[config.mk]
export PLATFORM = sky130hd
export DESIGN_NAME = register_file
export DESIGN_NICKNAME = d
export VERILOG_FILES = /design/src/hdl/cpu_pkg.sv /design/src/hdl/register_file.sv
export SDC_FILE = /design/constraint.sdc
export NUM_CORES = 2
export LEC_CHECK = 0
export ABC_AREA = 0
export BUFFER_PORTS_ARGS = -buffer_cell sky130_fd_sc_hd__buf_2
export CAP_MARGIN = 0
export CORE_MARGIN = 10
export CORE_UTILIZATION = 35
export DETAILED_ROUTE_END_ITERATION = 12
export GPL_TIMING_DRIVEN = 0
export PLACE_DENSITY_LB_ADDON = 0.15
export SYNTH_ARGS = -nofsm -noshare
export SYNTH_HDL_FRONTEND = slang
export SYNTH_SLANG_ARGS = --single-unit
export TNS_END_PERCENT = 100
[constraint.sdc]
create_clock -name clk -period 7.1 [get_ports clk]
set_input_delay 0.355 -clock clk [delete_from_list [all_inputs] [get_ports clk]]
set_output_delay 0.355 -clock clk [all_outputs]
set_load 0.02 [all_outputs]
[src/hdl/cpu_pkg.sv]
`default_nettype none

package cpu_pkg;

  localparam int DATA_WIDTH    = 32;
  localparam int ADDR_WIDTH    = 12;
  localparam int MEM_WORDS     = 4096;
  localparam int REG_IDX_WIDTH = 5;
  localparam int FREE_WIDTH    = 13;                  // Bits 31..19 of the register view
  localparam int OFFSET_WIDTH  = 18;                  // Bits 31..14 of the memory view

  typedef logic [DATA_WIDTH-1:0] word_t;
  typedef logic [ADDR_WIDTH-1:0] addr_t;

  localparam addr_t RESET_PC = 12'd1;                 // First fetch address

  // Opcodes 6, 14 and 15 are unused and retire as no-ops
  typedef enum logic [3:0] {
    ADD = 4'd0,
    LW  = 4'd1,
    SW  = 4'd2,
    SUB = 4'd3,
    AND = 4'd4,
    MUL = 4'd5,
    OR  = 4'd7,
    XOR = 4'd8,
    BEQ = 4'd9,
    BNE = 4'd10,
    BLT = 4'd11,
    BGE = 4'd12,
    JMP = 4'd13
  } opcode_e;

  typedef struct packed {
    logic [FREE_WIDTH-1:0]    free;
    logic [REG_IDX_WIDTH-1:0] ra;
    logic [REG_IDX_WIDTH-1:0] rb;
    logic [REG_IDX_WIDTH-1:0] rd;
    opcode_e                  opcode;
  } instr_r_t;

  typedef struct packed {
    logic [OFFSET_WIDTH-1:0]  offset;                 // Signed word offset
    logic [REG_IDX_WIDTH-1:0] rb;
    logic [REG_IDX_WIDTH-1:0] rd;
    opcode_e                  opcode;
  } instr_m_t;

  typedef union packed {
    instr_r_t r;                                      // ALU, branch and jump view
    instr_m_t m;                                      // LW and SW view
  } instr_u;

endpackage

`default_nettype wire

[src/hdl/register_file.sv]
`timescale 1ns/100ps
`default_nettype none

module register_file (
  input  logic                              clk,
  input  logic                              rst,
  input  logic [cpu_pkg::REG_IDX_WIDTH-1:0] ra_i,
  input  logic [cpu_pkg::REG_IDX_WIDTH-1:0] rb_i,
  input  logic [cpu_pkg::REG_IDX_WIDTH-1:0] rd_i,
  output cpu_pkg::word_t                    a_o,
  output cpu_pkg::word_t                    b_o,
  output cpu_pkg::word_t                    d_o,
  input  logic                              we_i,
  input  logic [cpu_pkg::REG_IDX_WIDTH-1:0] wr_idx_i,
  input  cpu_pkg::word_t                    wr_data_i
);

  cpu_pkg::word_t regs_q [2**cpu_pkg::REG_IDX_WIDTH];

  always_ff @(posedge clk) begin
    if (!rst) begin
      for (int i = 0; i < 2**cpu_pkg::REG_IDX_WIDTH; i++) begin
        regs_q[i] <= cpu_pkg::word_t'(i);             // Register i starts at i
      end
    end else if (we_i) begin
      regs_q[wr_idx_i] <= wr_data_i;
    end
  end

  assign a_o = regs_q[ra_i];
  assign b_o = regs_q[rb_i];
  assign d_o = regs_q[rd_i];                          // Store data for SW

endmodule

`default_nettype wire

==> results <==
- The min-delay analysis places its worst path in the category input port to register.
- By instance count, the leading cell after synthesis is mux2i_1.
- Setup repair after global routing left no endpoint under its margin.
- The die is 450 µm tall.
- The register bit count reported by yosys is between 1000 and 1500.
- A synthesized cell averages 11.1 µm².
- The share of the Yosys chip area taken by registers is 0.474.
- The number of max-cap violations is 1.
- The largest net degree at the start of global routing is 22.
- The flow ran to the end, but the final reports show violations.
- The critical path goes through buf_2, nor2_1, clkbuf_1, clkbuf_1, a22oi_1, nand3_1, nand3_1, buf_2.
- The static leakage is 29.6 nW.
- For this design the ratio of total power to cell area is 225 mW/mm².
- The standard cell with the maximum stage delay on the critical path is clkbuf_1.
- The number of buffers and inverters on the critical path is 4.
- At the end of routability-driven placement, the weighted congestion stood at between 0.9 and 1.
- The synthesized netlist occupies a cell area of 0.0648 mm².
- During placement, the flow inserted port buffers numbering 146.
- The CTS sink count is around 1000.
- The H-tree was split into 4 levels.
- The peak supply drop is 0.193 mV.
- In this run, synthesis inferred between 1000 and 1500 flip-flops with an integrated enable.
- Dividing the detail-routed via count by the number of cells gives 6.16.
- The number of endpoints with negative hold slack in the final report is 0.
- Based on the critical path, the design can be clocked at up to 0.231 GHz.
- The via count of the first global-routing pass is roughly 52000.
- Ranked by instance count, the synthesized netlist is headed by 1536 x mux2i_1, 1024 x edfxtp_1, 947 x and2_1.
- The total wire length is 330000 µm.
- Clock-pin slew was measured on the worst setup and hold paths at 60 ps.
- At the pin with the least slew margin, the transition time is about 1500 ps.
- The register with the most flip-flops in the layout has 1024 of them.
- 151 I/O pins were placed.
- The largest driver fanout on the critical path is 10.
- The fraction of layout cells with a size suffix above 1 is 0.105.
- Once layout is done, the placed cells without fillers occupy 0.0746 mm².
- The net count of the finished layout is just over 6000.
- The remaining global-route overflow is 0.
- In this design, the stage delay of the slowest critical-path cell is 930 ps.
- Once routing completed, OpenROAD measured the worst setup slack at 2770 ps.
- The register with the most flip-flops is regs_q.
- Data on the critical path is required at its endpoint by 6740 ps.
- The count of distinct cell types in the synthesized netlist is 28.
- The number of design-rule violations left by the first detailed-router iteration is 7714.
- After legalization and detailed placement, the total HPWL measured between 200000 and 250000 µm.
- For this run, the total global-route usage over all layers was measured as 0.310.
- The initial antenna violation count is 57.
- TritonCTS built the clock tree.
- Yosys printed 0 warnings.
- The net count of the mapped netlist is 5873.
- The placement-stage worst setup slack is 2950 ps.
- Compared with the post-synthesis result, the final layout area differs by 15.1%.
- The critical path's top delay family is buffers and inverters.
- The initial utilization of the core area, before any placement, comes to 0.353.
- The commonest register cell after synthesis is edfxtp_1.
- At the worst endpoint, the arrival time is 3980 ps.
- The max-slew violation count is 0.
- The cell type with the highest aggregate area in the netlist is edfxtp_1.
- After technology mapping, the gate count stands at roughly 5800.
- The longest clock path from root to sink contains 3 buffers.
- The first global-routing pass estimated 438000 µm of wire.
- The checks that failed: capacitance limit.
- Setup violations remaining at the end of the flow were counted as 0.
- Dividing the detail-routed wire length by the instance count gives 37.6 µm.
- The CTS buffer count is 130.
- For this run, asynchronously set or reset flops after synthesis account for 0.
- The total power draw is 16.8 mW.
- The largest registers in the layout are regs_q (1024).
- The floorplan die width is 450 µm.
- The post-route DRC violation count is 0.
- Of the post-synthesis cell area, the dominant cell type holds 0.474.
- Yosys attributes the largest share of cell area to edfxtp_1 47%, mux2i_1 24%, and2_1 9.1%, a22oi_1 3.3%, a22o_1 2.6%.
- The core region is 0.184 mm².
- The area of the die is between 0.2 and 0.25 mm².
- Of the available clock period, the critical path in the final layout requires 0.610.
- The tightest slew margin relative to the limit is 0.00230.
- Clock tree synthesis selected as its root buffer the cell clkbuf_16.
- The kind of end point of the critical path is an output port.
- The first-pass iteration count of the detailed router is 9.
- The detail route stage leaves a number of antenna-violating nets equal to 0.
- The worst setup path is of the input port to output port kind.
- The post-layout minimum cycle time is 4330 ps.
- The routed layout has 54000 vias.
- The row count is 157.
- The cell area after placement is 0.0702 mm².
- The startpoint kind of the worst setup timing path is an input port.
## through the flow
step                      instances  hold slack, ps  setup TNS, ps   util
after floorplan                5818             534              0      -
after global placement         8428             711        -865070  0.374
after detailed placement       8480             717              0  0.382
after CTS                      8741            16.6              0  0.406
after global routing           8745            71.4              0  0.406
final                          8760             112              0  0.406
## layer usage
layer  wire (µm)  global-route usage
met1      125000               0.381
met2      144000               0.477
met3       35800              0.0889
met4       23700               0.190
met5         275             0.00308
## power breakdown
| group | leakage (nW) | switching (mW) | total, mW | internal (mW) |
|---|---|---|---|---|
| sequential | 9.78 | 0.262 | 7.25 | 6.99 |
| clock | 1.95 | 2.83 | 6.55 | 3.72 |
| combinational | 17.9 | 2.09 | 3.01 | 0.920 |
## area by class of cell
cell class / count / area [µm²]
clock buffer: 167 / 3480
antenna: 19 / 47.5
fill: 17700 / 109000
timing repair buffer: 228 / 2250
tap: 2464 / 3080
clock inverter: 64 / 543
multi-input combinational: 4199 / 31600
buffer: 595 / 2850
sequential: 1024 / 30700
## worst paths after layout
kind                         start                          to  slack [ps]  depth (start not counted)
worst max-delay path       ra_i[0]                     a_o[12]        2770                          8
worst min-delay path  wr_data_i[1]  regs_q[3][1]$_SDFFCE_PN1P_         110                          2
## cells by family after synthesis
logic type / synth area share
buf+inv: 0.0440
flops: 0.474
compound gates: 0.0933
mux: 0.237
simple gates: 0.151
## cells in the final DEF, fill, tap and decap left out, drive strengths merged
cell type,instances
dlygate4sd3,30
edfxtp,1024
bufinv,7
nand2,294
clkinv,46
a22o,192
nor2,37
clkbuf,508
clkinvlp,2
and2,947
nand4b,1
a22oi,288
nand3,289
inv,9
nand2b,6
o21ai,32
diode,19
or3,82
nand3b,3
or2,3
a31oi,96
a21oi,288
nor3,96
mux2i,1536
or3b,2
nand4,1
nor2b,6
buf,452
## repair_timing
item / CTS / global route
resized for setup: 0 / 0
hold endpoints to repair: 60 / 0
hold buffers: 30 / 0
buffers inserted: 0 / 0
endpoints found under the setup margin: 0 / 0
No activity file was read; power rests on OpenSTA's default activity.
