[src/hdl/cpu_pkg.sv]
`default_nettype none

package cpu_pkg;

  localparam int DATA_WIDTH    = 32;
  localparam int ADDR_WIDTH    = 12;
  localparam int MEM_WORDS     = 4096;
  localparam int REG_IDX_WIDTH = 5;
  localparam int FREE_WIDTH    = 13;                  // Bits 31..19 of the register view
  localparam int OFFSET_WIDTH  = 18;                  // Bits 31..14 of the memory view

  typedef logic [DATA_WIDTH-1:0] word_t;
  typedef logic [ADDR_WIDTH-1:0] addr_t;

  localparam addr_t RESET_PC = 12'd1;                 // First fetch address

  // Opcodes 6, 14 and 15 are unused and retire as no-ops
  typedef enum logic [3:0] {
    ADD = 4'd0,
    LW  = 4'd1,
    SW  = 4'd2,
    SUB = 4'd3,
    AND = 4'd4,
    MUL = 4'd5,
    OR  = 4'd7,
    XOR = 4'd8,
    BEQ = 4'd9,
    BNE = 4'd10,
    BLT = 4'd11,
    BGE = 4'd12,
    JMP = 4'd13
  } opcode_e;

  typedef struct packed {
    logic [FREE_WIDTH-1:0]    free;
    logic [REG_IDX_WIDTH-1:0] ra;
    logic [REG_IDX_WIDTH-1:0] rb;
    logic [REG_IDX_WIDTH-1:0] rd;
    opcode_e                  opcode;
  } instr_r_t;

  typedef struct packed {
    logic [OFFSET_WIDTH-1:0]  offset;                 // Signed word offset
    logic [REG_IDX_WIDTH-1:0] rb;
    logic [REG_IDX_WIDTH-1:0] rd;
    opcode_e                  opcode;
  } instr_m_t;

  typedef union packed {
    instr_r_t r;                                      // ALU, branch and jump view
    instr_m_t m;                                      // LW and SW view
  } instr_u;

endpackage

`default_nettype wire

[src/hdl/pipe_if.sv]
`timescale 1ns/100ps
`default_nettype none

// Decode to execute
interface dec_ex_if;
  logic            valid;
  cpu_pkg::addr_t  pc;
  cpu_pkg::instr_u instr;
  cpu_pkg::word_t  op_a;                              // Value of ra
  cpu_pkg::word_t  op_b;                              // Value of rb
  cpu_pkg::word_t  op_d;                              // Value of rd, store data

  modport source (output valid, pc, instr, op_a, op_b, op_d);
  modport sink   (input  valid, pc, instr, op_a, op_b, op_d);
endinterface


`default_nettype wire

[src/hdl/decode_stage.sv]
`timescale 1ns/100ps
`default_nettype none

module decode_stage (
  input  logic                              clk,
  input  logic                              rst,
  input  logic                              fetch_valid_i,
  input  cpu_pkg::addr_t                    fetch_pc_i,
  input  cpu_pkg::instr_u                   fetch_instr_i,
  input  logic                              redirect_i,
  input  logic [cpu_pkg::REG_IDX_WIDTH-1:0] ex_rd_i,
  input  logic                              ex_we_i,
  input  logic [cpu_pkg::REG_IDX_WIDTH-1:0] wb_rd_i,
  input  logic                              wb_we_i,
  output logic [cpu_pkg::REG_IDX_WIDTH-1:0] rf_ra_o,
  output logic [cpu_pkg::REG_IDX_WIDTH-1:0] rf_rb_o,
  output logic [cpu_pkg::REG_IDX_WIDTH-1:0] rf_rd_o,
  input  cpu_pkg::word_t                    rf_a_i,
  input  cpu_pkg::word_t                    rf_b_i,
  input  cpu_pkg::word_t                    rf_d_i,
  output logic                              stall_o,
  dec_ex_if.source                          dx
);

  logic            hold_q;                            // Decoding the held word
  cpu_pkg::addr_t  held_pc_q;
  cpu_pkg::instr_u held_instr_q;
  logic            cur_valid;
  cpu_pkg::addr_t  cur_pc;
  cpu_pkg::instr_u cur_instr;
  logic            use_a;
  logic            use_b;
  logic            use_d;
  logic            hit_a;
  logic            hit_b;
  logic            hit_d;

  // The memory has moved on during a stall, so the word is kept here
  assign cur_valid = hold_q || fetch_valid_i;
  assign cur_pc    = hold_q ? held_pc_q : fetch_pc_i;
  assign cur_instr = hold_q ? held_instr_q : fetch_instr_i;

  assign rf_ra_o = cur_instr.r.ra;
  assign rf_rb_o = cur_instr.r.rb;                    // Same position in both views
  assign rf_rd_o = cur_instr.r.rd;

  // Registers actually read by each opcode
  always_comb begin
    use_a = 1'b0;
    use_b = 1'b0;
    use_d = 1'b0;
    case (cur_instr.r.opcode)
      cpu_pkg::ADD, cpu_pkg::SUB, cpu_pkg::AND, cpu_pkg::MUL, cpu_pkg::OR, cpu_pkg::XOR,
      cpu_pkg::BEQ, cpu_pkg::BNE, cpu_pkg::BLT, cpu_pkg::BGE: begin
        use_a = 1'b1;
        use_b = 1'b1;
      end
      cpu_pkg::LW:  use_b = 1'b1;
      cpu_pkg::SW: begin
        use_b = 1'b1;
        use_d = 1'b1;
      end
      cpu_pkg::JMP: use_a = 1'b1;
      default: ;
    endcase
  end

  assign hit_a = (ex_we_i && ex_rd_i == rf_ra_o) || (wb_we_i && wb_rd_i == rf_ra_o);
  assign hit_b = (ex_we_i && ex_rd_i == rf_rb_o) || (wb_we_i && wb_rd_i == rf_rb_o);
  assign hit_d = (ex_we_i && ex_rd_i == rf_rd_o) || (wb_we_i && wb_rd_i == rf_rd_o);

  assign stall_o = cur_valid && !redirect_i &&
                   ((use_a && hit_a) || (use_b && hit_b) || (use_d && hit_d));

  always_ff @(posedge clk) begin
    if (!rst) begin
      hold_q   <= 1'b0;
      dx.valid <= 1'b0;
    end else begin
      hold_q   <= stall_o;
      dx.valid <= cur_valid && !stall_o && !redirect_i;  // Bubble on stall or flush
    end
  end

  always_ff @(posedge clk) begin
    if (stall_o) begin
      held_pc_q    <= cur_pc;
      held_instr_q <= cur_instr;
    end
    dx.pc    <= cur_pc;
    dx.instr <= cur_instr;
    dx.op_a  <= rf_a_i;
    dx.op_b  <= rf_b_i;
    dx.op_d  <= rf_d_i;
  end

endmodule

`default_nettype wire

[src/flat_wrapper.sv]
// flat-port wrapper written by rule: the top's interface ports become plain ports
module decode_stage_flat 
  (clk, rst, fetch_valid_i, fetch_pc_i, fetch_instr_i, redirect_i, ex_rd_i, ex_we_i, wb_rd_i, wb_we_i, rf_ra_o, rf_rb_o, rf_rd_o, rf_a_i, rf_b_i, rf_d_i, stall_o, dx_valid, dx_pc, dx_instr, dx_op_a, dx_op_b, dx_op_d);
  dec_ex_if dx_i ();
  input  logic clk;
  input  logic rst;
  input  logic fetch_valid_i;
  input  cpu_pkg::addr_t fetch_pc_i;
  input  cpu_pkg::instr_u fetch_instr_i;
  input  logic redirect_i;
  input  logic [cpu_pkg::REG_IDX_WIDTH-1:0] ex_rd_i;
  input  logic ex_we_i;
  input  logic [cpu_pkg::REG_IDX_WIDTH-1:0] wb_rd_i;
  input  logic wb_we_i;
  output logic [cpu_pkg::REG_IDX_WIDTH-1:0] rf_ra_o;
  output logic [cpu_pkg::REG_IDX_WIDTH-1:0] rf_rb_o;
  output logic [cpu_pkg::REG_IDX_WIDTH-1:0] rf_rd_o;
  input  cpu_pkg::word_t rf_a_i;
  input  cpu_pkg::word_t rf_b_i;
  input  cpu_pkg::word_t rf_d_i;
  output logic stall_o;
  output wire logic [$bits(dx_i.valid)-1:0] dx_valid;
  output wire logic [$bits(dx_i.pc)-1:0] dx_pc;
  output wire logic [$bits(dx_i.instr)-1:0] dx_instr;
  output wire logic [$bits(dx_i.op_a)-1:0] dx_op_a;
  output wire logic [$bits(dx_i.op_b)-1:0] dx_op_b;
  output wire logic [$bits(dx_i.op_d)-1:0] dx_op_d;
  assign dx_valid = dx_i.valid;
  assign dx_pc = dx_i.pc;
  assign dx_instr = dx_i.instr;
  assign dx_op_a = dx_i.op_a;
  assign dx_op_b = dx_i.op_b;
  assign dx_op_d = dx_i.op_d;
  decode_stage u_core (.clk(clk), .rst(rst), .fetch_valid_i(fetch_valid_i), .fetch_pc_i(fetch_pc_i), .fetch_instr_i(fetch_instr_i), .redirect_i(redirect_i), .ex_rd_i(ex_rd_i), .ex_we_i(ex_we_i), .wb_rd_i(wb_rd_i), .wb_we_i(wb_we_i), .rf_ra_o(rf_ra_o), .rf_rb_o(rf_rb_o), .rf_rd_o(rf_rd_o), .rf_a_i(rf_a_i), .rf_b_i(rf_b_i), .rf_d_i(rf_d_i), .stall_o(stall_o), .dx(dx_i));
endmodule
[config.mk]
export PLATFORM = sky130hd
export DESIGN_NAME = decode_stage_flat
export DESIGN_NICKNAME = d
export VERILOG_FILES = /design/src/hdl/cpu_pkg.sv /design/src/hdl/pipe_if.sv /design/src/hdl/decode_stage.sv /design/src/flat_wrapper.sv
export SDC_FILE = /design/constraint.sdc
export NUM_CORES = 1
export LEC_CHECK = 0
export BUFFER_PORTS_ARGS = -buffer_cell sky130_fd_sc_hd__buf_2
export CORE_AREA = 2 2 122 124
export CTS_BUF_LIST = sky130_fd_sc_hd__clkbuf_8 sky130_fd_sc_hd__clkbuf_16
export DETAILED_ROUTE_END_ITERATION = 10
export DIE_AREA = 0 0 124 126
export GPL_TIMING_DRIVEN = 0
export PLACE_DENSITY = 0.76
export SLEW_MARGIN = 20
export SYNTH_ARGS = -nofsm -noshare
export SYNTH_HDL_FRONTEND = slang
export SYNTH_SLANG_ARGS = --single-unit
[constraint.sdc]
create_clock -name clk -period 6.65 [get_ports clk]
set_input_delay 0.3325 -clock clk [delete_from_list [all_inputs] [get_ports clk]]
set_output_delay 0.3325 -clock clk [all_outputs]
set_load 0.005 [all_outputs]
==> flow_summary.toml <==
[hold_path]
min_path_type = "in -> reg"
hold_start = "rf_a_i[25]"

[place]
dp.final_hpwl_microns = 11200
portBuffers = 312
placed_cell_area_sq_um = 7230
gp_congestion = 0.836

[drt]
wire_per_inst_microns = 17.5
wl_microns = 16700
vias_per_cell = 4.37
vias = 4165
drt-pass1-iter-count = 4
drcViolationCount = 0
drtIter0Drc = 179
ant_nets = 0

[layout]
final_common_cell = "buf_2"
nets = 910
mostFrequentLayoutCells = "buf_2 (315), dfxtp_1 (142), dlygate4sd3_1 (86)"
drive_gt1_share_pct = 48.9
area_delta_synth_final_pct = 62.0
fin_util_pct = 60.9
stdcell_area_sq_um = 8720

[critical_path]
crit_path_start_kind = "register"
slowest_stage = "mux2i_1"
arrival_ps = 3030
cp_top_family = "compound AO/OA/AOI/OAI gates"
cp.depth = 10
rr_startpoint = "u_core.hold_q"
critPathBufInv = 4
endpoint = "stall_o"
required_ps = 6320
slowest_delay_ps = 430
r2r-end = "u_core.held_instr_q[27]"
worstPathCellList = "buf_6 > buf_8 > mux2i_1 > xor2_1 > nand4_1 > o22ai_1 > a211oi_2 > a21boi_4 > buf_8 > buf_2"
reg2regPathDepth = 9
end_kind = "output pin"
setup.worst_path.start = "u_core.hold_q"
r2r_slack_ps = 3870
worstPathMaxFanout = 15
cp_common_cell = "buf_8"
path_class = "reg -> out"

[floorplan]
num_rows = 44
start_util_pct = 37.6
die_width_microns = 124
die_area_sq_um = 15600
io_pins = 313
core_area_sq_um = 14300
die_h_microns = 126

[pwr]
peakVddDrop_mv = 0.225
power_density_nw_per_um2 = 285
power.leakage_uw = 0.00402

[global_routing]
grt_pass1_wl_microns = 24100
track_usage_pct = 21.0
grt_max_degree = 24
grt-ovfl-total = 0
antenna_found_initial = 2
first_global_vias = 4495

[yosys]
post_synth_inst_count = 335
synth_top_area_share_pct = 52.8
syn_area_sq_um = 5380
yosysSeqAreaShare_pct = 77.3
syn_nets = 491
synth_area_per_cell_sq_um = 16.1
yosys_register_bits = 186
synthTopCellsByArea = "dfxtp_1 (53%), edfxtp_1 (25%), mux2_1 (5.4%)"
yosys.area.top_type = "dfxtp_1"
ys_warn_count = 0
yosysUniqueCellTypes = 31

[clocking]
cts_setup_buffers = 0
cts_htree_levels = 4
clockBufferDepth = 2
cts.sinks = 186
post_cts_resized = 0
cts_buffers = 17
clkTransAtPathRegs_ps = 70
cts_root_buffer = "clkbuf_16"
clock_latency_ps = 420
ctsHoldBuffers = 79
cts_tree = "built"

[timing]
finClkSkew_ps = 10.7
worst_pin_slew_ps = 453
rsz0062_at_grt = "false"
hold_viol = 0
max_slew_margin_pct = 68.9
drv_slew = 0
max_freq_mhz = 297
period_needed_ps = 3360
setup_viol = 0
fin_setup_tns_ps = 0
fin_crit_sh_pct = 50.6

[flow_run]
maxCapViolations = 0

[run_status]
status = "complete, no violations"
[stage by stage]
step           cells  hold slack (ps)  total power, uW  worst slack [ps]
2_1_floorplan    335              360             1300              2510
3_3_place_gp     831              435             1410               965
3_5_place_dp     833              436             1420              3700
4_1_cts          944             1.07             2490              3240
5_1_grt          953           -0.241             2570              3030
6_report         953             18.4             2480              3290
[metal layers]
layer / track usage, % / vias to the layer above / share of wire, %
met5: 0 / - / 0
met4: 8.99 / 0 / 3.0
met3: 8.97 / 32 / 8.0
met2: 36.5 / 184 / 53
met1: 21.9 / 1990 / 36
li1: - / 1959 / -
[worst min path at each step]
stage,endpoint,slack (ps),cells after the start
floorplan,u_core.dx.op_a[0],360,0
global placement,u_core.dx.op_a[29],430,1
detailed placement,u_core.dx.op_d[8],440,1
CTS,u_core.dx.op_a[22],1,1
global route,u_core.dx.op_d[3],-0.2,1
finish,u_core.dx.op_a[25],20,1
[worst register-to-register path: cells and delay by family (launching register included)]
family | cells | cell delay, ps
multiplexers | 1 | 440
XOR/XNOR | 1 | 210
AO/OA/AOI/OAI | 3 | 800
buffers and inverters | 3 | 570
AND/OR/NAND/NOR | 1 | 120
flip-flops | 1 | 330
[sequential cells by signal (all words and copies together) (netlist names)]
register / cells
u_core.hold_q: 1
u_core.held_pc_q: 12
u_core.dx.op_b: 32
u_core.held_instr_q: 32
u_core.dx.valid: 1
u_core.dx.pc: 12
u_core.dx.instr: 32
u_core.dx.op_d: 32
u_core.dx.op_a: 32
[cell type report]
| cell class | instances | area, sq um |
|---|---|---|
| sequential | 186 | 4160 |
| multi-input combinational | 110 | 998 |
| buffer | 21 | 165 |
| tap | 184 | 230 |
| timing repair buffer | 400 | 2460 |
| clock buffer | 21 | 503 |
| clock inverter | 11 | 123 |
| fill | 1111 | 5590 |
| antenna | 2 | 5.00 |
| inverter | 18 | 67.6 |
[synth_stat cells]
library cell	count
dfxtp_1	142
edfxtp_1	44
mux2_1	26
inv_1	18
xnor2_1	18
buf_4	15
xor2_1	12
mux2i_1	10
nor2_1	8
a21oi_1	4
nand2_1	4
buf_2	3
mux2i_2	3
mux2i_4	3
nor3_1	3
a32oi_1	2
and4_1	2
buf_6	2
nand3_1	2
nand4_1	2
nor4_1	2
a211oi_2	1
a21boi_1	1
a21o_1	1
a22oi_1	1
and3b_1	1
buf_8	1
mux2_2	1
nor2b_1	1
o21ai_1	1
o22ai_1	1
[cells by family after synthesis]
logic type | share of synthesized area [%]
simple gates | 2.37
buf+inv | 4.32
compound gates | 1.56
mux | 9.53
flops | 77.3
xor+xnor | 4.88
[where the power goes]
part | switching, uW | total [uW] | internal [uW] | leakage, uW
logic | 91.2 | 219 | 128 | 0.00211
registers | 14.2 | 1220 | 1210 | 0.00159
clock network | 449 | 1040 | 595 | 0.000311
total | 555 | 2480 | 1930 | 0.00402
Power figures use the tool's default switching activity.
