===== src/hdl/cpu_pkg.sv =====
`default_nettype none

package cpu_pkg;

  localparam int DATA_WIDTH    = 32;
  localparam int ADDR_WIDTH    = 12;
  localparam int MEM_WORDS     = 4096;
  localparam int REG_IDX_WIDTH = 5;
  localparam int FREE_WIDTH    = 13;                  // Bits 31..19 of the register view
  localparam int OFFSET_WIDTH  = 18;                  // Bits 31..14 of the memory view

  typedef logic [DATA_WIDTH-1:0] word_t;
  typedef logic [ADDR_WIDTH-1:0] addr_t;

  localparam addr_t RESET_PC = 12'd1;                 // First fetch address

  // Opcodes 6, 14 and 15 are unused and retire as no-ops
  typedef enum logic [3:0] {
    ADD = 4'd0,
    LW  = 4'd1,
    SW  = 4'd2,
    SUB = 4'd3,
    AND = 4'd4,
    MUL = 4'd5,
    OR  = 4'd7,
    XOR = 4'd8,
    BEQ = 4'd9,
    BNE = 4'd10,
    BLT = 4'd11,
    BGE = 4'd12,
    JMP = 4'd13
  } opcode_e;

  typedef struct packed {
    logic [FREE_WIDTH-1:0]    free;
    logic [REG_IDX_WIDTH-1:0] ra;
    logic [REG_IDX_WIDTH-1:0] rb;
    logic [REG_IDX_WIDTH-1:0] rd;
    opcode_e                  opcode;
  } instr_r_t;

  typedef struct packed {
    logic [OFFSET_WIDTH-1:0]  offset;                 // Signed word offset
    logic [REG_IDX_WIDTH-1:0] rb;
    logic [REG_IDX_WIDTH-1:0] rd;
    opcode_e                  opcode;
  } instr_m_t;

  typedef union packed {
    instr_r_t r;                                      // ALU, branch and jump view
    instr_m_t m;                                      // LW and SW view
  } instr_u;

endpackage

`default_nettype wire


===== src/hdl/fetch_stage.sv =====
`timescale 1ns/100ps
`default_nettype none

module fetch_stage (
  input  logic           clk,
  input  logic           rst,
  input  logic           run_i,
  input  logic           stall_i,
  input  logic           redirect_i,
  input  cpu_pkg::addr_t redirect_pc_i,
  output cpu_pkg::addr_t fetch_addr_o,
  output logic           fetch_valid_o,
  output cpu_pkg::addr_t fetch_pc_o
);

  cpu_pkg::addr_t pc_q;

  assign fetch_addr_o = pc_q;                         // To the instruction read port

  always_ff @(posedge clk) begin
    if (!rst) begin
      pc_q          <= cpu_pkg::RESET_PC;
      fetch_valid_o <= 1'b0;
    end else begin
      if (redirect_i) begin
        pc_q <= redirect_pc_i;                        // Branch wins over stall
      end else if (run_i && !stall_i) begin
        pc_q <= pc_q + 1'b1;                          // Wraps at 4096
      end
      fetch_valid_o <= run_i && !redirect_i;          // Word in flight is dropped
    end
  end

  // Address of the word the memory returns next cycle
  always_ff @(posedge clk) begin
    fetch_pc_o <= pc_q;
  end

endmodule

`default_nettype wire


===== config.mk =====
export PLATFORM = sky130hd
export DESIGN_NAME = fetch_stage
export DESIGN_NICKNAME = d
export VERILOG_FILES = /design/src/hdl/cpu_pkg.sv /design/src/hdl/fetch_stage.sv
export SDC_FILE = /design/constraint.sdc
export NUM_CORES = 1
export LEC_CHECK = 0
export BUFFER_PORTS_ARGS = -buffer_cell sky130_fd_sc_hd__buf_2
export CORE_MARGIN = 2
export CORE_UTILIZATION = 48
export DETAILED_ROUTE_END_ITERATION = 8
export PLACE_DENSITY = 0.78
export SLEW_MARGIN = 5
export SYNTH_ARGS = -nofsm -noshare
export SYNTH_HDL_FRONTEND = slang
export SYNTH_SLANG_ARGS = --single-unit

===== constraint.sdc =====
create_clock -name clk -period 2.2 [get_ports clk]
set_input_delay 0.33 -clock clk [delete_from_list [all_inputs] [get_ports clk]]
set_output_delay 0.33 -clock clk [all_outputs]
set_load 0.01 [all_outputs]

==> flow_summary_export.csv, run 1 <==
group,metric,value,unit
outcome,outcome,"finished, final reports clean",
synthesis,synth_area_leader_cell,"dfxtp_1",
sta,fin_crit,1.378,ns
synthesis,synth_cell_type_count,23,
clock_network,hold_buffers,0,
route,wl_met3,136,microns
floorplan,rows,15,
route,via_per_inst,4.955,
floorplan,io_pins,42,
synthesis,synth_ff_type,"dfxtp_1",
route,met1Wirelength,803,microns
setup_path,crit_family,"flip-flops",
setup_path,start_kind,"flop",
global_route,track_usage,17.47,%
place,dpl_cell_area,1159,sq um
setup_path,slowest_stage,"dfxtp_1",
synthesis,synthMostInstantiatedCell,"dfxtp_1",
route,route.vias.total,773,
synthesis,synth_cells,89,
sta,max_freq,725.5,MHz
clock_network,cts_root_buffer,"clkbuf_4",
finish,syn2layout_area_growth,27.08,%
synthesis,seq_area_frac_synth,53.62,%
setup_path,path_class,"reg2reg",
finish,final_util,66.53,%
sta,hold_violations,0,
sta,rsz0062_at_grt,"no",
route,top_layer,"met4",
route,wl_per_cell,11.82,microns
hold_path,whs_path_depth,3,
floorplan,initial_core_util,52.35,%
clock_network,numCtsBuffers,3,
global_route,grt_pass1_vias,629,
setup_path,crit_fanout,6,
route,drt_iter0_markers,6,
finish,drive_above_1_share,38.17,%
clock_network,clk_transition_reported_paths,0.13,ns
global_route,grt_remaining_overflow,0,
route,postRouteAntennaNets,0,
clock_network,cts_tree,"done",
place,hpwl,1356,microns
finish,stdcell_area,1186,sq um
setup_path,cp.arrival,1.57,ns
sta,setup_viol,0,
clock_network,ctsHtreeMaxLevel,1,
route,route.detailed.drc,0,
power_and_ir_drop,vdd_drop_max,0.5751,mV
finish,n_antenna_cell,0,
setup_path,ff2ff_setup_slack,0.82,ns
hold_path,min_from,"redirect_pc_i[0]",
synthesis,yosys_warnings,0,
floorplan,die-area,2313,sq um
clock_network,postCtsSetupBuffers,0,
finish,final_nets,150,
global_route,grt_max_degree,22,
setup_path,critical-path-max-stage-delay,0.45,ns
setup_path,cp.buffers_inverters,0,
route,drt-total-wl,1844,microns
synthesis,synthArstFlopShare,0,%
setup_path,reg2reg_from,"fetch_addr_o[0]",
synthesis,synth_commonest_cells,"dfxtp_1, o21ai_0, a21oi_1, nand2_1, xor2_1",
global_route,grt_pass1_wl,2753,microns
synthesis,synth-edff-count,0,
power_and_ir_drop,power_density,695.8,nW/um^2
floorplan,coreArea,1783,sq um
synthesis,synth_nets,107,
hold_path,holdPathEnd,"fetch_addr_o[0]",
sta,skew,0.007409,ns
hold_path,min_path_type,"in2reg",
sta,slew_headroom,62.22,%
sta,min_period_over_period,62.65,%
flow_run,drv_cap,0,
power_and_ir_drop,power.leakage,0.5533,nW
place,globalplace.congestion,0.7487,
sta,hold_slack,0.2211,ns
clock_network,insertion_delay,0.31,ns
floorplan,fp.dieH,48.10,microns
synthesis,netlist_area,933.4,sq um
clock_network,clock_path_buffers,2,
clock_network,clock_sinks,25,
clock_network,cts_resized,0,
setup_path,cp_cell_sequence,"ha_1 -> nand3b_2 -> nor3_2 -> xnor2_1 -> a21oi_1",
setup_path,reg2regPathDepth,5,
synthesis,synthTopCellsByArea,"dfxtp_1, xor2_1, o21ai_0, xnor2_1, a21oi_1",
global_route,antenna_found_initial,0,
floorplan,fp.dieW,48.10,microns
synthesis,ys_ff_latch,25,
synthesis,synth_top_area_share,53.62,%
sta,tns,0,ns
route,dr.pass1.iters,4,
sta,worstMarginPinSlew,0.5660,ns
route,met2_length,870,microns
setup_path,r2r_end,"fetch_addr_o[10]",
synthesis,postSynthAreaPerCell,10.49,sq um
place,port_buffers,41,
sta,slew_violations,0,
setup_path,required,2.40,ns
setup_path,crit_path_end_kind,"flop",
worst register-to-register path, delay by kind of cell, from the launching register on:
family          cells  cell delay [ns]
fa+ha+maj           1             0.24
compound gates      1             0.08
simple gates        2             0.36
flops               1             0.45
xor+xnor            1             0.14
layout make-up:
type / count / area [sq um]
clock inverters: 1 / 5.005
flip-flops and latches: 25 / 500.5
repair buffers: 41 / 205.2
inverters: 1 / 3.754
clock buffers: 3 / 22.52
fillers: 151 / 596.8
well taps: 25 / 31.28
multi-input cells: 60 / 417.9
registers in the layout, summed over array words and instances (netlist names):
signal	flops
fetch_pc_o	12
fetch_valid_o	1
fetch_addr_o	12
worst max-delay path by stage:
stage                          from          endpoint  cells after the start
floorplan           fetch_addr_o[0]  fetch_addr_o[10]                      5
global placement    fetch_addr_o[0]  fetch_addr_o[10]                      5
detailed placement  fetch_addr_o[0]  fetch_addr_o[10]                      5
CTS                 fetch_addr_o[2]   fetch_addr_o[2]                      1
global route        fetch_addr_o[1]  fetch_addr_o[10]                      5
finish              fetch_addr_o[0]  fetch_addr_o[10]                      5
per-layer routing:
| layer | track usage, % | up-vias |
|---|---|---|
| met5 | 0 | - |
| li1 | - | 396 |
| met1 | 21.54 | 340 |
| met2 | 27.73 | 33 |
| met4 | 9.730 | 0 |
| met3 | 4.444 | 4 |
where the power goes:
group	internal [mW]	total [mW]	switching [mW]
Sequential	0.485	0.514	0.0295
Clock	0.0680	0.199	0.131
Combinational	0.0541	0.112	0.0575
through the flow:
step,setup WS (ns),power [mW],std cells
3_3_place_gp,0.8903,0.6328,152
6_report,0.8217,0.8253,156
3_5_place_dp,0.8571,0.6374,152
5_1_grt,0.7370,0.8683,156
4_1_cts,0.8232,0.8345,156
2_1_floorplan,0.9253,0.5804,89
cell usage in the layout, fill, tap and decap left out, types with 2 or more instances in the layout:
cell type,instances
buf_2,41
nand2b_1,2
a21oi_1,8
xnor2_1,5
o21ai_0,9
nand4_1,3
nor3_2,3
o211a_1,2
dfxtp_1,25
xor2_1,6
nand2_1,6
mux2i_1,2
nand3_1,4
clkbuf_4,3
and3_1,2
logic make-up after synthesis:
logic type               synth area share (%)
XOR/XNOR                                10.32
adder cells (fa/ha/maj)                 1.340
AND/OR/NAND/NOR                         19.17
buffers and inverters                   1.608
AO/OA/AOI/OAI                           11.80
multiplexers                            2.145
flip-flops                              53.62
No activity file was read; power rests on OpenSTA's default activity.
==> run 2, diff against run 1 <==
--- a/config.mk
+++ b/config.mk
@@ -7,9 +7,9 @@
 export LEC_CHECK = 0
 export BUFFER_PORTS_ARGS = -buffer_cell sky130_fd_sc_hd__buf_2
 export CORE_MARGIN = 2
-export CORE_UTILIZATION = 48
+export CORE_UTILIZATION = 45
 export DETAILED_ROUTE_END_ITERATION = 8
-export PLACE_DENSITY = 0.78
+export PLACE_DENSITY = 0.74
 export SLEW_MARGIN = 5
 export SYNTH_ARGS = -nofsm -noshare
 export SYNTH_HDL_FRONTEND = slang
==> constraint.sdc (replaced) <==
create_clock -name clk -period 1.36 [get_ports clk]
set_input_delay 0.204 -clock clk [delete_from_list [all_inputs] [get_ports clk]]
set_output_delay 0.204 -clock clk [all_outputs]
set_load 0.01 [all_outputs]
==> flow_summary_export.csv, run 2 (same netlist as run 1, synthesis figures left out) <==
group,metric,value,unit
flow_run,drv_cap,0,
setup_path,slowest_stage,"dfxtp_1",
setup_path,r2r_end,"fetch_addr_o[10]",
power_and_ir_drop,total_power,1.357,mW
setup_path,startpoint,"fetch_addr_o[3]",
setup_path,cp.depth,4,
floorplan,io_pins,42,
setup_path,endpoint,"fetch_addr_o[10]",
global_route,antenna_found_initial,0,
power_and_ir_drop,power_density,1117,nW/um^2
route,postRouteAntennaNets,0,
sta,tns,0,ns
place,globalplace.congestion,0.7917,
finish,area.sequential,504.2,sq um
floorplan,coreArea,1962,sq um
route,route.detailed.drc,0,
clock_network,cts_root_buffer,"clkbuf_4",
clock_network,clock_path_buffers,2,
finish,final_nets,153,
setup_path,ff2ff_setup_slack,0.10,ns
setup_path,critical-path-max-stage-delay,0.51,ns
route,drt_iter0_markers,13,
setup_path,start_kind,"flop",
power_and_ir_drop,power.leakage,0.5679,nW
global_route,grt_remaining_overflow,0,
setup_path,required,1.58,ns
global_route,grt_pass1_wl,3277,microns
setup_path,cp.arrival,1.48,ns
setup_path,crit_fanout,7,
outcome,outcome,"finished, final reports clean",
finish,syn2layout_area_growth,30.16,%
route,via_per_inst,4.901,
clock_network,clk_transition_reported_paths,0.14,ns
setup_path,crit_path_end_kind,"flop",
clock_network,insertion_delay,0.33,ns
sta,hold_violations,0,
sta,max_freq,795.0,MHz
hold_path,min_path_type,"in2reg",
sta,rsz0062_at_grt,"no",
route,route.vias.total,789,
clock_network,hold_buffers,0,
place,port_buffers,41,
sta,fin_crit,1.258,ns
setup_path,cp.buffers_inverters,0,
sta,hold_slack,0.08289,ns
setup_path,path_class,"reg2reg",
setup_path,reg2regPathDepth,4,
place,hpwl,1459,microns
sta,worstMarginPinSlew,0.3230,ns
floorplan,fp.dieH,49.55,microns
finish,multi_input_area,417.9,sq um
global_route,grt_max_degree,15,
sta,slew_headroom,78.44,%
route,wl_per_cell,12.24,microns
finish,mostFrequentLayoutCell,"buf_2",
floorplan,rows,16,
finish,fill_cells,183,
sta,min_period_over_period,92.49,%
global_route,track_usage,17.36,%
setup_path,cp_cell_sequence,"nand4_4 -> nor3_2 -> xnor2_1 -> a21oi_1",
clock_network,ctsHtreeMaxLevel,1,
global_route,grt_pass1_vias,733,
clock_network,cts_tree,"done",
setup_path,reg2reg_from,"fetch_addr_o[3]",
sta,skew,0.01077,ns
floorplan,initial_core_util,47.58,%
finish,n_antenna_cell,0,
clock_network,clock_sinks,25,
sta,slew_violations,0,
floorplan,fp.dieW,49.55,microns
route,drt-total-wl,1970,microns
floorplan,die-area,2455,sq um
hold_path,whs_path_depth,3,
finish,drive_above_1_share,41.79,%
finish,final_cell_mix,"buf_2, dfxtp_1, o21ai_0",
clock_network,numCtsBuffers,3,
setup_path,crit_family,"flip-flops",
sta,setup_viol,0,
power_and_ir_drop,vdd_drop_max,0.6610,mV
route,dr.pass1.iters,4,
-- run 2: cell types whose count changed in the layout (fill, tap and decap cells not counted), sizes merged --
cell | previous run | this run
buf | 41 | 44
-- run 2: metrics by stage --
stage | cell area [sq um] | util, % | instances | setup slack (ns)
floorplan | 933.4 | - | 89 | 0.08535
global placement | 1184 | 60.33 | 157 | 0.1361
detailed placement | 1184 | 60.33 | 157 | 0.03863
CTS | 1211 | 61.73 | 161 | 0.02913
global route | 1215 | 61.93 | 161 | 0.01660
finish | 1215 | 61.93 | 161 | 0.1022
-- run 2: report_power, final --
group          total, mW  internal (mW)  switching (mW)
sequential         0.830          0.786          0.0441
clock              0.334          0.110           0.223
combinational      0.193         0.0946          0.0988
total               1.36          0.991           0.366
-- run 2: worst min-delay path by stage --
stage	startpoint	end	slack [ns]
floorplan	redirect_pc_i[0]	fetch_addr_o[0]	0.33
global placement	fetch_addr_o[9]	fetch_pc_o[9]	0.38
detailed placement	fetch_addr_o[11]	fetch_pc_o[11]	0.39
CTS	redirect_pc_i[0]	fetch_addr_o[0]	0.09
global route	redirect_pc_i[0]	fetch_addr_o[0]	0.08
finish	redirect_pc_i[0]	fetch_addr_o[0]	0.08
-- run 2: what timing repair did --
action / CTS / global route
endpoints found under the setup margin: 0 / 4
setup buffers: 0 / 0
resized for setup: 0 / 3
-- run 2: cell type report --
class                   count  area share, %
well taps                  27          2.781
repair buffers             44          18.74
flip-flops and latches     25          41.50
inverters                   1         0.3090
multi-input cells          60          34.40
clock buffers               3          1.854
clock inverters             1         0.4119
-- run 2: worst register-to-register path, stage by stage, from the launching register on --
cell     delay [ns]
dfxtp_1        0.51
nand4_4        0.18
nor3_2         0.24
xnor2_1        0.15
a21oi_1        0.08
-- run 2: routing by layer --
metal	share of wire [%]	up-vias	global-route usage [%]	routed length, microns
met5	0	-	0	0
met4	2.0	0	6.944	40
met3	5.3	5	3.939	104
met2	48	29	28.00	954
met1	44	351	22.37	871
li1	-	404	-	-
