**src/hdl/cpu_pkg.sv**
```systemverilog
`default_nettype none

package cpu_pkg;

  localparam int DATA_WIDTH    = 32;
  localparam int ADDR_WIDTH    = 12;
  localparam int MEM_WORDS     = 4096;
  localparam int REG_IDX_WIDTH = 5;
  localparam int FREE_WIDTH    = 13;                  // Bits 31..19 of the register view
  localparam int OFFSET_WIDTH  = 18;                  // Bits 31..14 of the memory view

  typedef logic [DATA_WIDTH-1:0] word_t;
  typedef logic [ADDR_WIDTH-1:0] addr_t;

  localparam addr_t RESET_PC = 12'd1;                 // First fetch address

  // Opcodes 6, 14 and 15 are unused and retire as no-ops
  typedef enum logic [3:0] {
    ADD = 4'd0,
    LW  = 4'd1,
    SW  = 4'd2,
    SUB = 4'd3,
    AND = 4'd4,
    MUL = 4'd5,
    OR  = 4'd7,
    XOR = 4'd8,
    BEQ = 4'd9,
    BNE = 4'd10,
    BLT = 4'd11,
    BGE = 4'd12,
    JMP = 4'd13
  } opcode_e;

  typedef struct packed {
    logic [FREE_WIDTH-1:0]    free;
    logic [REG_IDX_WIDTH-1:0] ra;
    logic [REG_IDX_WIDTH-1:0] rb;
    logic [REG_IDX_WIDTH-1:0] rd;
    opcode_e                  opcode;
  } instr_r_t;

  typedef struct packed {
    logic [OFFSET_WIDTH-1:0]  offset;                 // Signed word offset
    logic [REG_IDX_WIDTH-1:0] rb;
    logic [REG_IDX_WIDTH-1:0] rd;
    opcode_e                  opcode;
  } instr_m_t;

  typedef union packed {
    instr_r_t r;                                      // ALU, branch and jump view
    instr_m_t m;                                      // LW and SW view
  } instr_u;

endpackage

`default_nettype wire

```
**src/hdl/pipe_if.sv**
```systemverilog
`timescale 1ns/100ps
`default_nettype none

// Decode to execute
interface dec_ex_if;
  logic            valid;
  cpu_pkg::addr_t  pc;
  cpu_pkg::instr_u instr;
  cpu_pkg::word_t  op_a;                              // Value of ra
  cpu_pkg::word_t  op_b;                              // Value of rb
  cpu_pkg::word_t  op_d;                              // Value of rd, store data

  modport source (output valid, pc, instr, op_a, op_b, op_d);
  modport sink   (input  valid, pc, instr, op_a, op_b, op_d);
endinterface

// Execute to writeback
interface ex_wb_if;
  logic            valid;
  cpu_pkg::addr_t  pc;
  cpu_pkg::instr_u instr;
  cpu_pkg::word_t  result;                            // ALU result
  logic            reg_we;
  logic            is_load;                           // Take data from memory instead
  logic            store_en;
  cpu_pkg::addr_t  store_addr;
  cpu_pkg::word_t  store_data;

  modport source (
    output valid, pc, instr, result, reg_we, is_load, store_en, store_addr, store_data
  );
  modport sink (
    input  valid, pc, instr, result, reg_we, is_load, store_en, store_addr, store_data
  );
endinterface

`default_nettype wire

```
**src/hdl/execute_stage.sv**
```systemverilog
`timescale 1ns/100ps
`default_nettype none

module execute_stage (
  input  logic                              clk,
  input  logic                              rst,
  dec_ex_if.sink                            dx,
  ex_wb_if.source                           xw,
  output cpu_pkg::addr_t                    mem_addr_o,
  output logic                              mem_we_o,
  output cpu_pkg::word_t                    mem_wdata_o,
  output logic [cpu_pkg::REG_IDX_WIDTH-1:0] ex_rd_o,
  output logic                              ex_we_o,
  output logic                              redirect_o,
  output cpu_pkg::addr_t                    redirect_pc_o
);

  cpu_pkg::word_t offset_ext;
  cpu_pkg::word_t alu_result;
  cpu_pkg::addr_t branch_target;
  logic           writes_reg;
  logic           taken;
  logic           is_load;

  assign offset_ext = {{(cpu_pkg::DATA_WIDTH-cpu_pkg::OFFSET_WIDTH){
                         dx.instr.m.offset[cpu_pkg::OFFSET_WIDTH-1]}}, dx.instr.m.offset};
  assign mem_addr_o = cpu_pkg::addr_t'(offset_ext + dx.op_b);  // Wraps to 12 bits

  assign branch_target = cpu_pkg::addr_t'(dx.pc + {dx.instr.r.free, dx.instr.r.rd});

  always_comb begin
    alu_result = '0;
    writes_reg = 1'b0;
    taken      = 1'b0;
    case (dx.instr.r.opcode)
      cpu_pkg::ADD: begin
        alu_result = dx.op_a + dx.op_b;
        writes_reg = 1'b1;
      end
      cpu_pkg::LW:  writes_reg = 1'b1;                // Data comes in writeback
      cpu_pkg::SUB: begin
        alu_result = dx.op_a - dx.op_b;
        writes_reg = 1'b1;
      end
      cpu_pkg::AND: begin
        alu_result = dx.op_a & dx.op_b;
        writes_reg = 1'b1;
      end
      cpu_pkg::MUL: begin
        alu_result = dx.op_a * dx.op_b;               // Low 32 bits
        writes_reg = 1'b1;
      end
      cpu_pkg::OR: begin
        alu_result = dx.op_a | dx.op_b;
        writes_reg = 1'b1;
      end
      cpu_pkg::XOR: begin
        alu_result = dx.op_a ^ dx.op_b;
        writes_reg = 1'b1;
      end
      cpu_pkg::BEQ: taken = dx.op_a == dx.op_b;
      cpu_pkg::BNE: taken = dx.op_a != dx.op_b;
      cpu_pkg::BLT: taken = dx.op_a < dx.op_b;        // Unsigned compare
      cpu_pkg::BGE: taken = dx.op_a >= dx.op_b;
      cpu_pkg::JMP: taken = 1'b1;
      default: ;
    endcase
  end

  assign is_load     = dx.valid && dx.instr.m.opcode == cpu_pkg::LW;
  assign mem_we_o    = dx.valid && dx.instr.m.opcode == cpu_pkg::SW;
  assign mem_wdata_o = dx.op_d;

  assign ex_rd_o = dx.instr.r.rd;
  assign ex_we_o = dx.valid && writes_reg;

  assign redirect_o    = dx.valid && taken;
  assign redirect_pc_o = (dx.instr.r.opcode == cpu_pkg::JMP) ? cpu_pkg::addr_t'(dx.op_a)
                                                              : branch_target;

  always_ff @(posedge clk) begin
    if (!rst) begin
      xw.valid    <= 1'b0;
      xw.reg_we   <= 1'b0;
      xw.is_load  <= 1'b0;
      xw.store_en <= 1'b0;
    end else begin
      xw.valid    <= dx.valid;
      xw.reg_we   <= ex_we_o;
      xw.is_load  <= is_load;
      xw.store_en <= mem_we_o;
    end
  end

  always_ff @(posedge clk) begin
    xw.pc         <= dx.pc;
    xw.instr      <= dx.instr;
    xw.result     <= alu_result;
    xw.store_addr <= mem_addr_o;
    xw.store_data <= dx.op_d;
  end

endmodule

`default_nettype wire

```
**src/flat_wrapper.sv**
```systemverilog
// flat-port wrapper written by rule: the top's interface ports become plain ports
module execute_stage_flat 
  (clk, rst, mem_addr_o, mem_we_o, mem_wdata_o, ex_rd_o, ex_we_o, redirect_o, redirect_pc_o, dx_valid, dx_pc, dx_instr, dx_op_a, dx_op_b, dx_op_d, xw_valid, xw_pc, xw_instr, xw_result, xw_reg_we, xw_is_load, xw_store_en, xw_store_addr, xw_store_data);
  dec_ex_if dx_i ();
  ex_wb_if xw_i ();
  input  logic clk;
  input  logic rst;
  output cpu_pkg::addr_t mem_addr_o;
  output logic mem_we_o;
  output cpu_pkg::word_t mem_wdata_o;
  output logic [cpu_pkg::REG_IDX_WIDTH-1:0] ex_rd_o;
  output logic ex_we_o;
  output logic redirect_o;
  output cpu_pkg::addr_t redirect_pc_o;
  input wire logic [$bits(dx_i.valid)-1:0] dx_valid;
  input wire logic [$bits(dx_i.pc)-1:0] dx_pc;
  input wire logic [$bits(dx_i.instr)-1:0] dx_instr;
  input wire logic [$bits(dx_i.op_a)-1:0] dx_op_a;
  input wire logic [$bits(dx_i.op_b)-1:0] dx_op_b;
  input wire logic [$bits(dx_i.op_d)-1:0] dx_op_d;
  output wire logic [$bits(xw_i.valid)-1:0] xw_valid;
  output wire logic [$bits(xw_i.pc)-1:0] xw_pc;
  output wire logic [$bits(xw_i.instr)-1:0] xw_instr;
  output wire logic [$bits(xw_i.result)-1:0] xw_result;
  output wire logic [$bits(xw_i.reg_we)-1:0] xw_reg_we;
  output wire logic [$bits(xw_i.is_load)-1:0] xw_is_load;
  output wire logic [$bits(xw_i.store_en)-1:0] xw_store_en;
  output wire logic [$bits(xw_i.store_addr)-1:0] xw_store_addr;
  output wire logic [$bits(xw_i.store_data)-1:0] xw_store_data;
  assign dx_i.valid = dx_valid;
  assign dx_i.pc = dx_pc;
  assign dx_i.instr = dx_instr;
  assign dx_i.op_a = dx_op_a;
  assign dx_i.op_b = dx_op_b;
  assign dx_i.op_d = dx_op_d;
  assign xw_valid = xw_i.valid;
  assign xw_pc = xw_i.pc;
  assign xw_instr = xw_i.instr;
  assign xw_result = xw_i.result;
  assign xw_reg_we = xw_i.reg_we;
  assign xw_is_load = xw_i.is_load;
  assign xw_store_en = xw_i.store_en;
  assign xw_store_addr = xw_i.store_addr;
  assign xw_store_data = xw_i.store_data;
  execute_stage u_core (.clk(clk), .rst(rst), .dx(dx_i), .xw(xw_i), .mem_addr_o(mem_addr_o), .mem_we_o(mem_we_o), .mem_wdata_o(mem_wdata_o), .ex_rd_o(ex_rd_o), .ex_we_o(ex_we_o), .redirect_o(redirect_o), .redirect_pc_o(redirect_pc_o));
endmodule
```
**config.mk**
```make
export PLATFORM = sky130hd
export DESIGN_NAME = execute_stage_flat
export DESIGN_NICKNAME = d
export VERILOG_FILES = /design/src/hdl/cpu_pkg.sv /design/src/hdl/pipe_if.sv /design/src/hdl/execute_stage.sv /design/src/flat_wrapper.sv
export SDC_FILE = /design/constraint.sdc
export NUM_CORES = 2
export LEC_CHECK = 0
export BUFFER_PORTS_ARGS = -buffer_cell sky130_fd_sc_hd__buf_2
export CAP_MARGIN = 40
export CORE_MARGIN = 5
export CORE_UTILIZATION = 40
export CTS_CLUSTER_SIZE = 24
export DETAILED_ROUTE_END_ITERATION = 7
export GPL_TIMING_DRIVEN = 0
export HOLD_SLACK_MARGIN = 0.03
export PLACE_DENSITY = 0.59
export SYNTH_ARGS = -nofsm -noshare
export SYNTH_HDL_FRONTEND = slang
export SYNTH_SLANG_ARGS = --single-unit
export TNS_END_PERCENT = 5
```
**constraint.sdc**
```tcl
create_clock -name clk -period 11.9 [get_ports clk]
set_input_delay 1.19 -clock clk [delete_from_list [all_inputs] [get_ports clk]]
set_output_delay 1.19 -clock clk [all_outputs]
set_load 0.005 [all_outputs]
```
==> flow_summary_export.csv <==
group,metric,value,unit
setup_path,cp_max_fo,10,
global_routing,grt_max_degree,17,
placement,port_buffers,330,
sta,fin_crit_sh,85.03,%
detailed_routing,routed_wl,101100,um
placement,placedCellCount,3929,
placement,post-dp-hpwl,84810,um
layout,final_core_util,46.42,%
layout,final_nets,3971,
worst_hold_path,worstHoldStart,"dx_pc[9]",
clock_network,cts_buffers,17,
placement,gp_congestion,1.047,
worst_hold_path,hp-class,"in2reg",
synthesis,syn_nets,3587,
layout,drive_gt1_share,14.99,%
global_routing,grtUsageMet1,41.30,%
global_routing,antenna_found_initial,4,
synthesis,synth_cell_types,81,
flow_run,cap_viol_max_count,0,
synthesis,ys_ff_latch,124,
sta,fin_setup_tns,0,ns
placement,placed_cell_area,0.02669,mm2
clock_network,h-tree-depth,4,
floorplanning,core,0.05880,mm2
global_routing,grt_util_all_layers,30.91,%
synthesis,synth_edf_count,0,
sta,slew_headroom,29.16,%
synthesis,syn_inst,2791,
global_routing,grt.met3_usage,8.094,%
detailed_routing,drt_pass1_iterations,8,
detailed_routing,vias,21940,
floorplanning,ioPinCount,331,
clock_network,cts-root-buf,"clkbuf_16",
layout,final_cell_mix,"478 x inv_1, 412 x fa_1, 396 x nor2_1",
sta,period_minus_slack,10.12,ns
synthesis,synth_flop_cell,"dfxtp_1",
detailed_routing,wl_per_cell,25.51,um
setup_path,start_kind,"primary input",
floorplanning,initial_core_util,40.19,%
global_routing,grt_pass1_vias,21640,
floorplanning,die_area,0.06403,mm2
synthesis,syn_avg_cell_area,8.466,um2
global_routing,grt_busiest_layer,"met2",
run_status,status,"complete, but fails checks",
clock_network,clkTransAtPathRegs,0.08,ns
global_routing,grt_pass1_wl,145000,um
synthesis,synth-warning-count,0,
layout,final_common_cell,"inv_1",
synthesis,synthArstFlopShare,0,%
setup_path,cp.required,12.19,ns
detailed_routing,drtAntennaViolNets,0,
synthesis,seq_area_frac_synth,10.51,%
global_routing,gr-total-overflow,0,
sta,tightest_slew,1.063,ns
setup_path,criticalPathCategory,"in2reg",
run_status,violations,"DRC",
clock_network,cts_resized,0,
floorplanning,num_rows,89,
clock_network,clock-sinks,124,
clock_network,cts_setup_buffers,0,
setup_path,startpoint,"dx_op_b[2]",
clock_network,holdBufCountCts,0,
layout,fin_area,0.02729,mm2
setup_path,endpoint_kind,"register",
floorplanning,die_h,253.0,um
floorplanning,die_width,253.0,um
sta,hold_viol_final,0,
layout,stdcell_count,3964,
detailed_routing,drt_iter0_markers,2445,
sta,drv_slew,0,
clock_network,cts_buffer_depth,2,
sta,finalSetupViolCount,0,
global_routing,met2_usage,46.39,%
sta,fmax,0.09883,GHz
synthesis,syn_area,0.02363,mm2
setup_path,cp_data_arrival_time,10.41,ns
clock_network,cts_tree,"done",
layout,area_growth,15.50,%
sta,rsz0062_at_grt,"false",
detailed_routing,via_per_inst,5.535,
detailed_routing,drcViolationCount,25,
layout,fill_cells,5996,
-- final timing paths --
kind	to	slack, ns	depth (start not counted)
worst max-delay path	u_core.xw.result[24]$_DFF_P_	1.78	27
worst min-delay path	u_core.xw.pc[9]$_DFF_P_	0.85	1
-- critical path, stage by stage --
cell and delay (ns):
buf_2 0.17, clkbuf_1 0.70, inv_1 0.41, clkbuf_1 0.48
nor2_1 0.27, fa_1 0.42, inv_1 0.08, fa_1 0.45
fa_1 0.49, fa_1 0.56, inv_1 0.05, fa_1 0.50
inv_1 0.06, fa_1 0.52, inv_1 0.05, fa_1 0.49
fa_1 0.41, ha_1 0.35, a211oi_1 0.27, nor2_1 0.10
a211oi_1 0.62, inv_1 0.31, a31o_2 0.33, a21o_1 0.17
a21oi_1 0.17, xor2_1 0.53, o211ai_1 0.23
-- metal layers --
metal / vias to the layer above / part of all wire, %
met5: - / 0.019
met4: 4 / 6.4
met3: 298 / 13
met2: 1406 / 43
met1: 10730 / 38
li1: 9507 / -
-- metrics by stage --
stage,setup slack (ns),hold slack [ns]
final,1.781,0.8478
after global routing,1.587,0.8343
after CTS,1.957,0.8230
after detailed placement,1.467,1.295
after global placement,0.7012,1.293
after floorplan,4.030,1.218
-- registers in the layout, indices dropped and copies added (netlist names) --
| signal | cells |
|---|---|
| u_core.xw.instr | 32 |
| u_core.xw.is_load | 1 |
| u_core.xw.pc | 12 |
| u_core.xw.reg_we | 1 |
| u_core.xw.result | 32 |
| u_core.xw.store_addr | 12 |
| u_core.xw.store_data | 32 |
| u_core.xw.store_en | 1 |
| u_core.xw.valid | 1 |
-- synth_stat cells (11+ instances only) --
cell type  instances  area share, %
fa_1             412             35
a211oi_1          14           0.44
a221oi_1          20           0.74
o21ai_0           84            1.8
xnor2_1           77            2.9
nor2_1           396            6.3
a21oi_1          104            2.2
a31oi_1           13           0.34
dfxtp_1          124             11
o221ai_1          13           0.48
clkbuf_1          91            1.4
o211ai_1          26           0.83
buf_4             37            1.2
o31ai_1           15           0.48
xor2_1            23           0.85
nand2b_1          17           0.45
nand3_1           15           0.32
nand4_1           11           0.29
nor4_1            14           0.37
nor2b_1           19           0.50
nor3_1            25           0.53
o21bai_1          13           0.41
a21o_1            25           0.79
nand2_1          296            4.7
clkinv_1          12           0.19
ha_1             241             13
buf_1             16           0.25
inv_1            478            7.6
-- logic make-up after synthesis --
logic type      after synthesis  share of synthesized area [%]
flops                       124                          10.51
buf+inv                     651                          11.02
xor+xnor                    101                          3.802
mux                          10                         0.4342
compound gates              416                          11.80
simple gates                836                          14.77
fa+ha+maj                   653                          47.67
-- cell type report --
| type | instances | area [um2] | share of cell area (%) |
|---|---|---|---|
| inverters | 495 | 1858 | 6.808 |
| diodes | 3 | 7.507 | 0.02751 |
| multi-input cells | 2016 | 18550 | 67.97 |
| clock inverters | 15 | 172.7 | 0.6327 |
| well taps | 773 | 967.2 | 3.544 |
| clock buffers | 17 | 425.4 | 1.559 |
| flip-flops and latches | 124 | 2482 | 9.096 |
| plain buffers | 156 | 745.7 | 2.732 |
| repair buffers | 365 | 2083 | 7.633 |
Power is left out: the tool's default activity adds up to more than one toggle a clock period on the data nets, which glitch-free logic cannot reach.
